## src/include/obstacle_settings.svh

```systemverilog
`ifndef OBSTACLE_SETTINGS_SVH
`define OBSTACLE_SETTINGS_SVH

// game field bounds in screen pixels, all inclusive
`define FIELD_TOP        317
`define FIELD_BOTTOM     617
`define FIELD_LEFT       361
`define FIELD_RIGHT      661

// end conditions, as offsets from the field bounds
`define CLOSE_IN_DEPTH   125    // top edge, close in phase
`define CLOSE_MORE_RIGHT 40     // right edge, close in more phase
`define MIDDLE_DEPTH     130    // top edge, left middle phase
`define CENTER_DEPTH     130    // left edge, center phase

// timer periods in clock cycles
// small values for simulation, on the board these are
// 3200000, 1600000 and 32000000
`define STEP_SLOW        3
`define STEP_FAST        1
`define HOLD_CYCLES      5

// menu code of this game
`define GAME_CODE        3

// ring colour, 4:4:4
`define RING_RGB         12'hfff

`endif

```

## src/hw/obstacle_pkg.sv

```systemverilog
`default_nettype none

package obstacle_pkg;

    ////////////////////////////////////////////////////////////////////////
    // vector types

    typedef logic [11:0] coord_t;   // screen pixel position
    typedef logic [11:0] rgb_t;     // 4 bits per channel
    typedef logic [25:0] tick_t;    // step and hold timers

    ////////////////////////////////////////////////////////////////////////
    // animation phases, in the order they run

    typedef enum logic [2:0] {
        PH_IDLE          = 3'd0,
        PH_CLOSE_IN      = 3'd1,
        PH_RIGHT_TOP     = 3'd2,
        PH_RIGHT_BOTTOM  = 3'd3,
        PH_LEFT_TOP      = 3'd4,
        PH_CLOSE_IN_MORE = 3'd5,
        PH_LEFT_MIDDLE   = 3'd6,
        PH_CENTER        = 3'd7
    } phase_t;

    // what one hole edge does on a step
    typedef enum logic [1:0] {
        EDGE_HOLD = 2'd0,
        EDGE_INC  = 2'd1,   // down or right
        EDGE_DEC  = 2'd2    // up or left
    } edge_move_t;

endpackage

`default_nettype wire

```

## src/hw/hole_if.sv

```systemverilog
`default_nettype none

interface hole_if;

    obstacle_pkg::coord_t hole_top;
    obstacle_pkg::coord_t hole_bottom;
    obstacle_pkg::coord_t hole_left;
    obstacle_pkg::coord_t hole_right;

    logic load;     // reset hole to the shrunk field
    logic step;     // apply the four moves once
    obstacle_pkg::edge_move_t top_move;
    obstacle_pkg::edge_move_t bottom_move;
    obstacle_pkg::edge_move_t left_move;
    obstacle_pkg::edge_move_t right_move;

    modport edges (
        output hole_top, hole_bottom, hole_left, hole_right,
        input  load, step, top_move, bottom_move, left_move, right_move
    );

    modport ctrl (
        output load, step, top_move, bottom_move, left_move, right_move,
        input  hole_top, hole_bottom, hole_left, hole_right
    );

    modport view (input hole_top, hole_bottom, hole_left, hole_right);

endinterface

`default_nettype wire

```

## src/hw/field_painter.sv

```systemverilog
`default_nettype none
`include "obstacle_settings.svh"

module field_painter (
    input  logic                 clk,
    input  logic                 rst,
    input  obstacle_pkg::coord_t hcount,
    input  obstacle_pkg::coord_t vcount,
    input  obstacle_pkg::rgb_t   rgb_in,
    input  logic                 active,
    hole_if.view                 hole,
    output obstacle_pkg::rgb_t   rgb_out,
    output obstacle_pkg::coord_t obstacle_x,
    output obstacle_pkg::coord_t obstacle_y
);

    localparam obstacle_pkg::coord_t TOP    = 12'(`FIELD_TOP);
    localparam obstacle_pkg::coord_t BOTTOM = 12'(`FIELD_BOTTOM);
    localparam obstacle_pkg::coord_t LEFT   = 12'(`FIELD_LEFT);
    localparam obstacle_pkg::coord_t RIGHT  = 12'(`FIELD_RIGHT);
    localparam obstacle_pkg::rgb_t   RING   = 12'(`RING_RGB);

    logic in_field;
    logic on_ring;
    logic paint;

    assign in_field = (hcount >= LEFT) && (hcount <= RIGHT) &&
                      (vcount >= TOP) && (vcount <= BOTTOM);

    // outside the hole, edges themselves included
    assign on_ring = (vcount <= hole.hole_top) || (vcount >= hole.hole_bottom) ||
                     (hcount <= hole.hole_left) || (hcount >= hole.hole_right);

    assign paint = active && in_field && on_ring;

    always_ff @(posedge clk) begin
        if (rst) begin
            rgb_out    <= '0;
            obstacle_x <= '0;
            obstacle_y <= '0;
        end else begin
            rgb_out    <= paint ? RING : rgb_in;
            obstacle_x <= paint ? hcount : '0;    // zero means no obstacle here
            obstacle_y <= paint ? vcount : '0;
        end
    end

endmodule

`default_nettype wire

```

## src/hw/hole_edges.sv

```systemverilog
`default_nettype none
`include "obstacle_settings.svh"

module hole_edges (
    input  logic clk,
    input  logic rst,
    hole_if.edges hole
);

    localparam obstacle_pkg::coord_t TOP    = 12'(`FIELD_TOP);
    localparam obstacle_pkg::coord_t BOTTOM = 12'(`FIELD_BOTTOM);
    localparam obstacle_pkg::coord_t LEFT   = 12'(`FIELD_LEFT);
    localparam obstacle_pkg::coord_t RIGHT  = 12'(`FIELD_RIGHT);

    // one edge, one step
    function automatic obstacle_pkg::coord_t moved(
        input obstacle_pkg::coord_t     pos,
        input obstacle_pkg::edge_move_t mv
    );
        case (mv)
            obstacle_pkg::EDGE_INC: return pos + 12'd1;
            obstacle_pkg::EDGE_DEC: return pos - 12'd1;
            default:                return pos;
        endcase
    endfunction

    always_ff @(posedge clk) begin
        if (rst) begin
            hole.hole_top    <= '0;
            hole.hole_bottom <= '0;
            hole.hole_left   <= '0;
            hole.hole_right  <= '0;
        end else if (hole.load) begin   // one pixel inside the field
            hole.hole_top    <= TOP + 12'd1;
            hole.hole_bottom <= BOTTOM - 12'd1;
            hole.hole_left   <= LEFT + 12'd1;
            hole.hole_right  <= RIGHT - 12'd1;
        end else if (hole.step) begin
            hole.hole_top    <= moved(hole.hole_top, hole.top_move);
            hole.hole_bottom <= moved(hole.hole_bottom, hole.bottom_move);
            hole.hole_left   <= moved(hole.hole_left, hole.left_move);
            hole.hole_right  <= moved(hole.hole_right, hole.right_move);
        end
    end

    // the end conditions must stop every edge at the field border
    a_edges_in_field: assert property (@(posedge clk) disable iff (rst)
        (hole.load || hole.step) |=>
            (hole.hole_top    >= TOP  && hole.hole_top    <= BOTTOM &&
             hole.hole_bottom >= TOP  && hole.hole_bottom <= BOTTOM &&
             hole.hole_left   >= LEFT && hole.hole_left   <= RIGHT  &&
             hole.hole_right  >= LEFT && hole.hole_right  <= RIGHT));

endmodule

`default_nettype wire

```

## src/hw/phase_fsm.sv

```systemverilog
`default_nettype none
`include "obstacle_settings.svh"

module phase_fsm (
    input  logic                 clk,
    input  logic                 rst,
    input  logic                 menu_on,
    input  logic                 play_selected,
    input  logic [3:0]           selected,
    input  logic                 done_in,
    input  logic                 step_tick,
    input  logic                 hold_done,
    hole_if.ctrl                 hole,
    output obstacle_pkg::phase_t phase,
    output logic                 at_end,
    output logic                 fast,
    output logic                 done
);

    localparam logic [3:0] GAME = 4'(`GAME_CODE);

    // end thresholds of the phases
    localparam obstacle_pkg::coord_t CLOSE_IN_END = 12'(`FIELD_TOP + `CLOSE_IN_DEPTH);
    localparam obstacle_pkg::coord_t RIGHT_END    = 12'(`FIELD_RIGHT);
    localparam obstacle_pkg::coord_t BOTTOM_END   = 12'(`FIELD_BOTTOM);
    localparam obstacle_pkg::coord_t TOP_END      = 12'(`FIELD_TOP);
    localparam obstacle_pkg::coord_t MORE_END     = 12'(`FIELD_LEFT + `CLOSE_MORE_RIGHT);
    localparam obstacle_pkg::coord_t MIDDLE_END   = 12'(`FIELD_TOP + `MIDDLE_DEPTH);
    localparam obstacle_pkg::coord_t CENTER_END   = 12'(`FIELD_LEFT + `CENTER_DEPTH);

    obstacle_pkg::phase_t phase_nxt;
    logic                 done_nxt;
    logic                 abort;

    assign abort     = menu_on || !play_selected;
    assign hole.load = (phase == obstacle_pkg::PH_IDLE) && done_in;
    assign hole.step = step_tick && (phase != obstacle_pkg::PH_IDLE);

    //////////////////////////////////////////////////////////////////////
    // phase table: moves as top, bottom, left, right

    always_comb begin
        hole.top_move    = obstacle_pkg::EDGE_HOLD;
        hole.bottom_move = obstacle_pkg::EDGE_HOLD;
        hole.left_move   = obstacle_pkg::EDGE_HOLD;
        hole.right_move  = obstacle_pkg::EDGE_HOLD;
        fast   = 1'b0;
        at_end = 1'b0;
        case (phase)
            obstacle_pkg::PH_CLOSE_IN: begin   // shrink from all sides
                hole.top_move    = obstacle_pkg::EDGE_INC;
                hole.bottom_move = obstacle_pkg::EDGE_DEC;
                hole.left_move   = obstacle_pkg::EDGE_INC;
                hole.right_move  = obstacle_pkg::EDGE_DEC;
                at_end = hole.hole_top >= CLOSE_IN_END;
            end
            obstacle_pkg::PH_RIGHT_TOP: begin
                hole.top_move    = obstacle_pkg::EDGE_DEC;
                hole.bottom_move = obstacle_pkg::EDGE_DEC;
                hole.left_move   = obstacle_pkg::EDGE_INC;
                hole.right_move  = obstacle_pkg::EDGE_INC;
                at_end = hole.hole_right >= RIGHT_END;
            end
            obstacle_pkg::PH_RIGHT_BOTTOM: begin
                hole.top_move    = obstacle_pkg::EDGE_INC;
                hole.bottom_move = obstacle_pkg::EDGE_INC;
                at_end = hole.hole_bottom >= BOTTOM_END;
            end
            obstacle_pkg::PH_LEFT_TOP: begin   // diagonal sweep, fast
                hole.top_move    = obstacle_pkg::EDGE_DEC;
                hole.bottom_move = obstacle_pkg::EDGE_DEC;
                hole.left_move   = obstacle_pkg::EDGE_DEC;
                hole.right_move  = obstacle_pkg::EDGE_DEC;
                fast   = 1'b1;
                at_end = hole.hole_top <= TOP_END;
            end
            obstacle_pkg::PH_CLOSE_IN_MORE: begin
                hole.bottom_move = obstacle_pkg::EDGE_DEC;
                hole.right_move  = obstacle_pkg::EDGE_DEC;
                at_end = hole.hole_right <= MORE_END;
            end
            obstacle_pkg::PH_LEFT_MIDDLE: begin
                hole.top_move    = obstacle_pkg::EDGE_INC;
                hole.bottom_move = obstacle_pkg::EDGE_INC;
                fast   = 1'b1;
                at_end = hole.hole_top >= MIDDLE_END;
            end
            obstacle_pkg::PH_CENTER: begin
                hole.left_move   = obstacle_pkg::EDGE_INC;
                hole.right_move  = obstacle_pkg::EDGE_INC;
                fast   = 1'b1;
                at_end = hole.hole_left >= CENTER_END;
            end
            default: ;
        endcase
    end

    //////////////////////////////////////////////////////////////////////
    // next phase

    always_comb begin
        phase_nxt = phase;
        done_nxt  = 1'b0;
        if (phase == obstacle_pkg::PH_IDLE) begin
            if (done_in && (selected == GAME) && play_selected)
                phase_nxt = obstacle_pkg::PH_CLOSE_IN;
        end else if (abort) begin
            phase_nxt = obstacle_pkg::PH_IDLE;
        end else if (hold_done) begin
            if (phase == obstacle_pkg::PH_CENTER) begin
                phase_nxt = obstacle_pkg::PH_IDLE;  // last phase finished
                done_nxt  = 1'b1;
            end else begin
                phase_nxt = obstacle_pkg::phase_t'(phase + 3'd1);
            end
        end
    end

    always_ff @(posedge clk) begin
        if (rst) begin
            phase <= obstacle_pkg::PH_IDLE;
            done  <= 1'b0;
        end else begin
            phase <= phase_nxt;
            done  <= done_nxt;
        end
    end

    // a run ends once, so done is a single strobe
    a_done_one_cycle: assert property (@(posedge clk) disable iff (rst) done |=> !done);

endmodule

`default_nettype wire

```

## src/hw/phase_timer.sv

```systemverilog
`default_nettype none
`include "obstacle_settings.svh"

module phase_timer (
    input  logic                 clk,
    input  logic                 rst,
    input  obstacle_pkg::phase_t phase,
    input  logic                 at_end,
    input  logic                 fast,
    output logic                 step_tick,
    output logic                 hold_done
);

    localparam obstacle_pkg::tick_t SLOW_PERIOD = 26'(`STEP_SLOW);
    localparam obstacle_pkg::tick_t FAST_PERIOD = 26'(`STEP_FAST);
    localparam obstacle_pkg::tick_t HOLD_PERIOD = 26'(`HOLD_CYCLES);

    obstacle_pkg::phase_t phase_q;      // phase one cycle ago
    obstacle_pkg::tick_t  step_cnt;
    obstacle_pkg::tick_t  hold_cnt;
    obstacle_pkg::tick_t  period;
    logic                 entry;        // first cycle of a new phase
    logic                 running;

    assign entry   = (phase != phase_q);
    assign running = (phase != obstacle_pkg::PH_IDLE) && !entry;
    assign period  = fast ? FAST_PERIOD : SLOW_PERIOD;

    assign step_tick = running && !at_end && (step_cnt == period);
    assign hold_done = running && at_end && (hold_cnt == HOLD_PERIOD);

    always_ff @(posedge clk) begin
        if (rst) begin
            phase_q  <= obstacle_pkg::PH_IDLE;
            step_cnt <= '0;
            hold_cnt <= '0;
        end else begin
            phase_q <= phase;
            // step rate, stops once the end condition holds
            if (!running || at_end || step_tick)
                step_cnt <= '0;
            else
                step_cnt <= step_cnt + 26'd1;
            // hold counter, saturates at the period
            if (!running || !at_end)
                hold_cnt <= '0;
            else if (hold_cnt != HOLD_PERIOD)
                hold_cnt <= hold_cnt + 26'd1;
        end
    end

    a_tick_xor_hold: assert property (@(posedge clk) disable iff (rst)
        !(step_tick && hold_done));

endmodule

`default_nettype wire

```

## src/hw/square_follow_obstacle.sv

```systemverilog
`default_nettype none

module square_follow_obstacle (
    input  logic                 clk,
    input  logic                 rst,
    input  obstacle_pkg::coord_t hcount,
    input  obstacle_pkg::coord_t vcount,
    input  obstacle_pkg::rgb_t   rgb_in,
    input  logic                 game_on,   // not used by this game
    input  logic                 menu_on,
    input  logic                 play_selected,
    input  logic [3:0]           selected,
    input  logic                 done_in,
    output obstacle_pkg::rgb_t   rgb_out,
    output obstacle_pkg::coord_t obstacle_x,
    output obstacle_pkg::coord_t obstacle_y,
    output logic                 done
);

    obstacle_pkg::phase_t phase;
    logic step_tick, hold_done;
    logic at_end, fast;
    logic active;

    hole_if hole_bus ();

    assign active = (phase != obstacle_pkg::PH_IDLE);

    phase_fsm phase_fsm_i (
        .clk, .rst, .menu_on, .play_selected, .selected, .done_in,
        .step_tick, .hold_done, .hole(hole_bus.ctrl),
        .phase, .at_end, .fast, .done
    );

    phase_timer phase_timer_i (.clk, .rst, .phase, .at_end, .fast, .step_tick, .hold_done);

    hole_edges hole_edges_i (.clk, .rst, .hole(hole_bus.edges));

    field_painter field_painter_i (
        .clk, .rst, .hcount, .vcount, .rgb_in, .active,
        .hole(hole_bus.view), .rgb_out, .obstacle_x, .obstacle_y
    );

endmodule

`default_nettype wire

```

## config.mk

```make
export PLATFORM = sky130hd
export DESIGN_NAME = square_follow_obstacle
export DESIGN_NICKNAME = d
export VERILOG_FILES = /design/src/hw/obstacle_pkg.sv /design/src/hw/hole_if.sv /design/src/hw/field_painter.sv /design/src/hw/hole_edges.sv /design/src/hw/phase_fsm.sv /design/src/hw/phase_timer.sv /design/src/hw/square_follow_obstacle.sv
export VERILOG_INCLUDE_DIRS = /design/src /design/src/include
export SDC_FILE = /design/constraint.sdc
export NUM_CORES = 1
export LEC_CHECK = 0
export BUFFER_PORTS_ARGS = -buffer_cell sky130_fd_sc_hd__buf_2
export CAP_MARGIN = 30
export CORE_ASPECT_RATIO = 1.5
export CORE_MARGIN = 2
export CORE_UTILIZATION = 40
export CTS_BUF_LIST = sky130_fd_sc_hd__clkbuf_8
export DETAILED_ROUTE_END_ITERATION = 8
export GPL_TIMING_DRIVEN = 0
export PLACE_DENSITY = 0.56
export SYNTH_ARGS = -nofsm -noshare
export SYNTH_HDL_FRONTEND = slang
export SYNTH_SLANG_ARGS = --single-unit
```

## constraint.sdc

```tcl
create_clock -name clk -period 4.8 [get_ports clk]
set_input_delay 0.24 -clock clk [delete_from_list [all_inputs] [get_ports clk]]
set_output_delay 0.24 -clock clk [all_outputs]
set_load 0.02 [all_outputs]
```

==> reports/summary.md <==
The final count of negative-setup-slack endpoints is 0, and the number of top-level design ports is 83. CTS saw 143 sinks. At the worst endpoint, the required time is 5200 ps.

Counting the buffers created by CTS gives 17. The first global-routing pass estimated 42,700 µm of wire. The horizontal die dimension is 128 µm, and the flop and latch count out of synthesis is 143. Worst hold margin: 58.8 ps. The buffer cell driving the clock tree root was clkbuf_8. The number of enable flip-flop cells after synthesis is 0, and the global placement routability congestion is 0.930.

Dividing total power by cell area gives a power density of 241 nW/µm². The run gives 0 as the number of pins exceeding their max-slew limit in the final report. After detailed routing, the total wire length is 26,800 µm. The die covers 24,300 µm². The most numerous cell in the Yosys netlist was dfxtp_1. The number of setup buffers added after CTS is 0.

For the post-synthesis instance area, the log shows 9230 µm². The area share of the largest cell type after synthesis came out at 31.0%. Traced cell by cell, the critical path runs through inv_1 > ha_1 > nor2b_1 > nor3_1 > ha_2 > ha_1 > a211o_1 > a2111oi_0 > o31ai_1 > o41ai_1 > xor2_1 > or4_1 > a21oi_1. Dividing the detail-routed via count by the number of cells gives 5.57. For the final database, setup skew stands at 11.5 ps. Setup repair after global routing left no endpoint under its margin. The number of nets with antenna violations after routing was 0. VDD sags by at most 0.000160 V. Clock-pin slew was measured on the worst setup and hold paths at 90 ps. The latest clock arrival within the worst-skew pair came out at 470 ps.

The logs give 0 for the initial antenna violation count and 1,380 for the layout net count. Starting density of the core: 40.5%. The most used flip-flop cell after synthesis is dfxtp_1. Data arrives at the worst endpoint at 4760 ps. The average wire per cell in the routed design was 17.6 µm.

For the number of H-tree levels, the log shows 4. The run finished with clean final reports. Entering global routing, the biggest net connects 17 pins. On the worst path, the slowest cell contributes a delay of 580 ps. Along the worst path, the maximum fanout reaches 12. The cell count after synthesis came out at 1,124.

The longest clock path from root to sink contains 2 buffers. For the first-iteration detailed-routing DRC count, the log shows 379. TritonCTS built the clock tree. The Yosys step of the flow raised 0 warnings.

Kind of capture point of the worst setup path: a flop. The diode insertion count for antenna repair is 0, and the fill cell instance count of the final layout is 2,345. In the final layout, the multi-input gates occupy 5860 µm².

The tools report the count of maximum capacitance violations as 0. In the global route stage, overall resource usage came out at 22.5%. The largest individual stage delay along the critical path comes from the cell a2111oi_0. In the synthesized netlist the async set-or-reset flop fraction comes to 0%. Ranked by total cell area, the synthesized netlist is headed by dfxtp_1 (31%), ha_1 (14%), nor2_1 (4.6%). The tools report the length of the first detailed-routing pass in iterations as 4. The run gives 8,338 as the via count of the first global-routing pass. Setup slack of the most critical reg-to-reg path: 450 ps. Top achievable clock speed: 0.230 GHz. The tools report the kind of start point of the critical path as a flop. The headroom to the max-slew limit was 47.4%. The path class of the tightest hold or removal check is in -> reg.

The total overflow reported by the global router was 0. Counting instances in the post-synthesis netlist gives the leading cell types as dfxtp_1 (143), nor2_1 (113), ha_1 (101). The die span in y was 190 µm; the total via count after detailed routing was 8,480.

Port buffering added 81 buffers. The static leakage power came out at 4.20 nW. The core region is 22,800 µm². Share of post-route cells with drive strength above 1: 11.2%.

Of the synthesized area, sequential elements account for 31.0%. Transition time at the pin with the least slew margin: 789 ps. For the number of different library cells in the post-synthesis netlist, the log shows 63. The tools report the number of standard-cell rows in the floorplan as 68. The final HPWL from detailed placement is 21,100 µm, and the post-synthesis area per instance is 8.21 µm². The routed design could run at a clock period as short as 4350 ps. Part of the cycle the worst path needs: 90.7%. The final total negative setup slack is 0 ps. The kind of critical path is reg -> reg.

The residual DRC count came out at 0. The most numerous cell type found on the critical path is ha_1. For the flip-flop and latch area, the log shows 2860 µm². Compared with the post-synthesis result, the final layout area differs by 13.1%. The design draws 0.00251 W. Total count of hold-check failures in the final report: 0.

The post-synthesis cell type with the largest combined area is dfxtp_1.
power breakdown:
part	switching, W	internal (W)
combinational	0.000146	0.0000918
clock	0.000516	0.000538
sequential	0.0000149	0.00120
flip-flops by register name, summed over array words and instances (netlist names):
| signal | flops |
|---|---|
| phase_timer_i.hold_cnt | 26 |
| phase_fsm_i.phase | 3 |
| phase_timer_i.phase_q | 3 |
| field_painter_i.obstacle_y | 12 |
| hole_edges_i.hole.hole_right | 12 |
| phase_fsm_i.done | 1 |
| field_painter_i.rgb_out | 12 |
| hole_edges_i.hole.hole_top | 12 |
| hole_edges_i.hole.hole_bottom | 12 |
| field_painter_i.obstacle_x | 12 |
| phase_timer_i.step_cnt | 26 |
| hole_edges_i.hole.hole_left | 12 |
layer usage:
metal	GRT usage, %	part of all wire [%]	vias to the layer above
li1	-	-	4258
met1	26.3	43	3961
met2	39.4	49	193
met3	4.61	3.9	68
met4	10.1	4.0	0
met5	0	0	-
timing repair:
action                                  4_1_cts  5_1_grt
endpoints found under the setup margin        0        1
hold buffers                                  0        0
gates resized for setup                       0        1
logic make-up after synthesis:
family          Yosys count  share of synthesized area, %
compound gates          269                          19.6
xor+xnor                 84                          7.97
fa+ha+maj               105                          14.6
buf+inv                 129                          5.60
flops                   143                          31.0
mux                       2                         0.217
other cells               1                        0.0406
simple gates            391                          21.0
cell type report:
| cell class | count | share of cell area, % |
|---|---|---|
| Sequential cell | 143 | 27.4 |
| Inverter | 87 | 3.13 |
| Clock inverter | 14 | 1.75 |
| Tap cell | 280 | 3.36 |
| Multi-Input combinational cell | 855 | 56.2 |
| Timing Repair Buffer | 83 | 3.98 |
| Clock buffer | 18 | 2.37 |
| Buffer | 42 | 1.82 |
critical path: cells and delay by family (launching register included):
family,cells,cell delay [ps]
and+or+nand+nor,3,890
DFF,1,500
buffers and inverters,1,130
xor gates and xnor gates,1,150
adders and majority gates,3,960
AOI/OAI and AO/OA,5,1650
layout by cell type, fill, tap and decap left out, drive strengths merged, types with 6 or more instances in the layout:
cell	synthesis	layout
xor2	39	39
or3	10	10
buf	13	96
o21a	6	6
inv	87	91
o221ai	13	13
or2	8	8
nor2b	16	16
xnor2	45	45
a31oi	6	6
a211oi	25	25
nand2	62	62
dfxtp	143	143
a21oi	75	75
clkbuf	29	47
a211o	7	7
nand3	46	46
and4	7	7
o21ai	52	52
and2	9	9
clkinv	0	6
nor3	40	40
o31ai	12	12
or4	11	11
ha	101	101
nor2	113	113
a21o	17	17
and3	11	11
nand2b	14	14
nor4	15	15
nand4	24	24
a311oi	19	19
final timing paths:
path                                     endpoint  cells after the start                      start
setup / recovery  hole_edges_i.hole.hole_left[11]                     13       phase_fsm_i.phase[1]
hold / removal      field_painter_i.obstacle_x[1]                      3                  hcount[1]
setup reg to reg  hole_edges_i.hole.hole_left[11]                     13       phase_fsm_i.phase[1]
hold reg to reg         phase_timer_i.step_cnt[0]                      1  phase_timer_i.step_cnt[0]
stage by stage:
step	cell area (µm²)	instances	worst slack (ps)	util (%)
2_1_floorplan	9240	1127	1070	-
3_3_place_gp	9990	1488	313	43.8
3_5_place_dp	10000	1489	297	43.9
4_1_cts	10400	1521	252	45.7
5_1_grt	10400	1522	95.2	45.8
6_report	10400	1522	449	45.8
(Power assumes the default switching activity.)
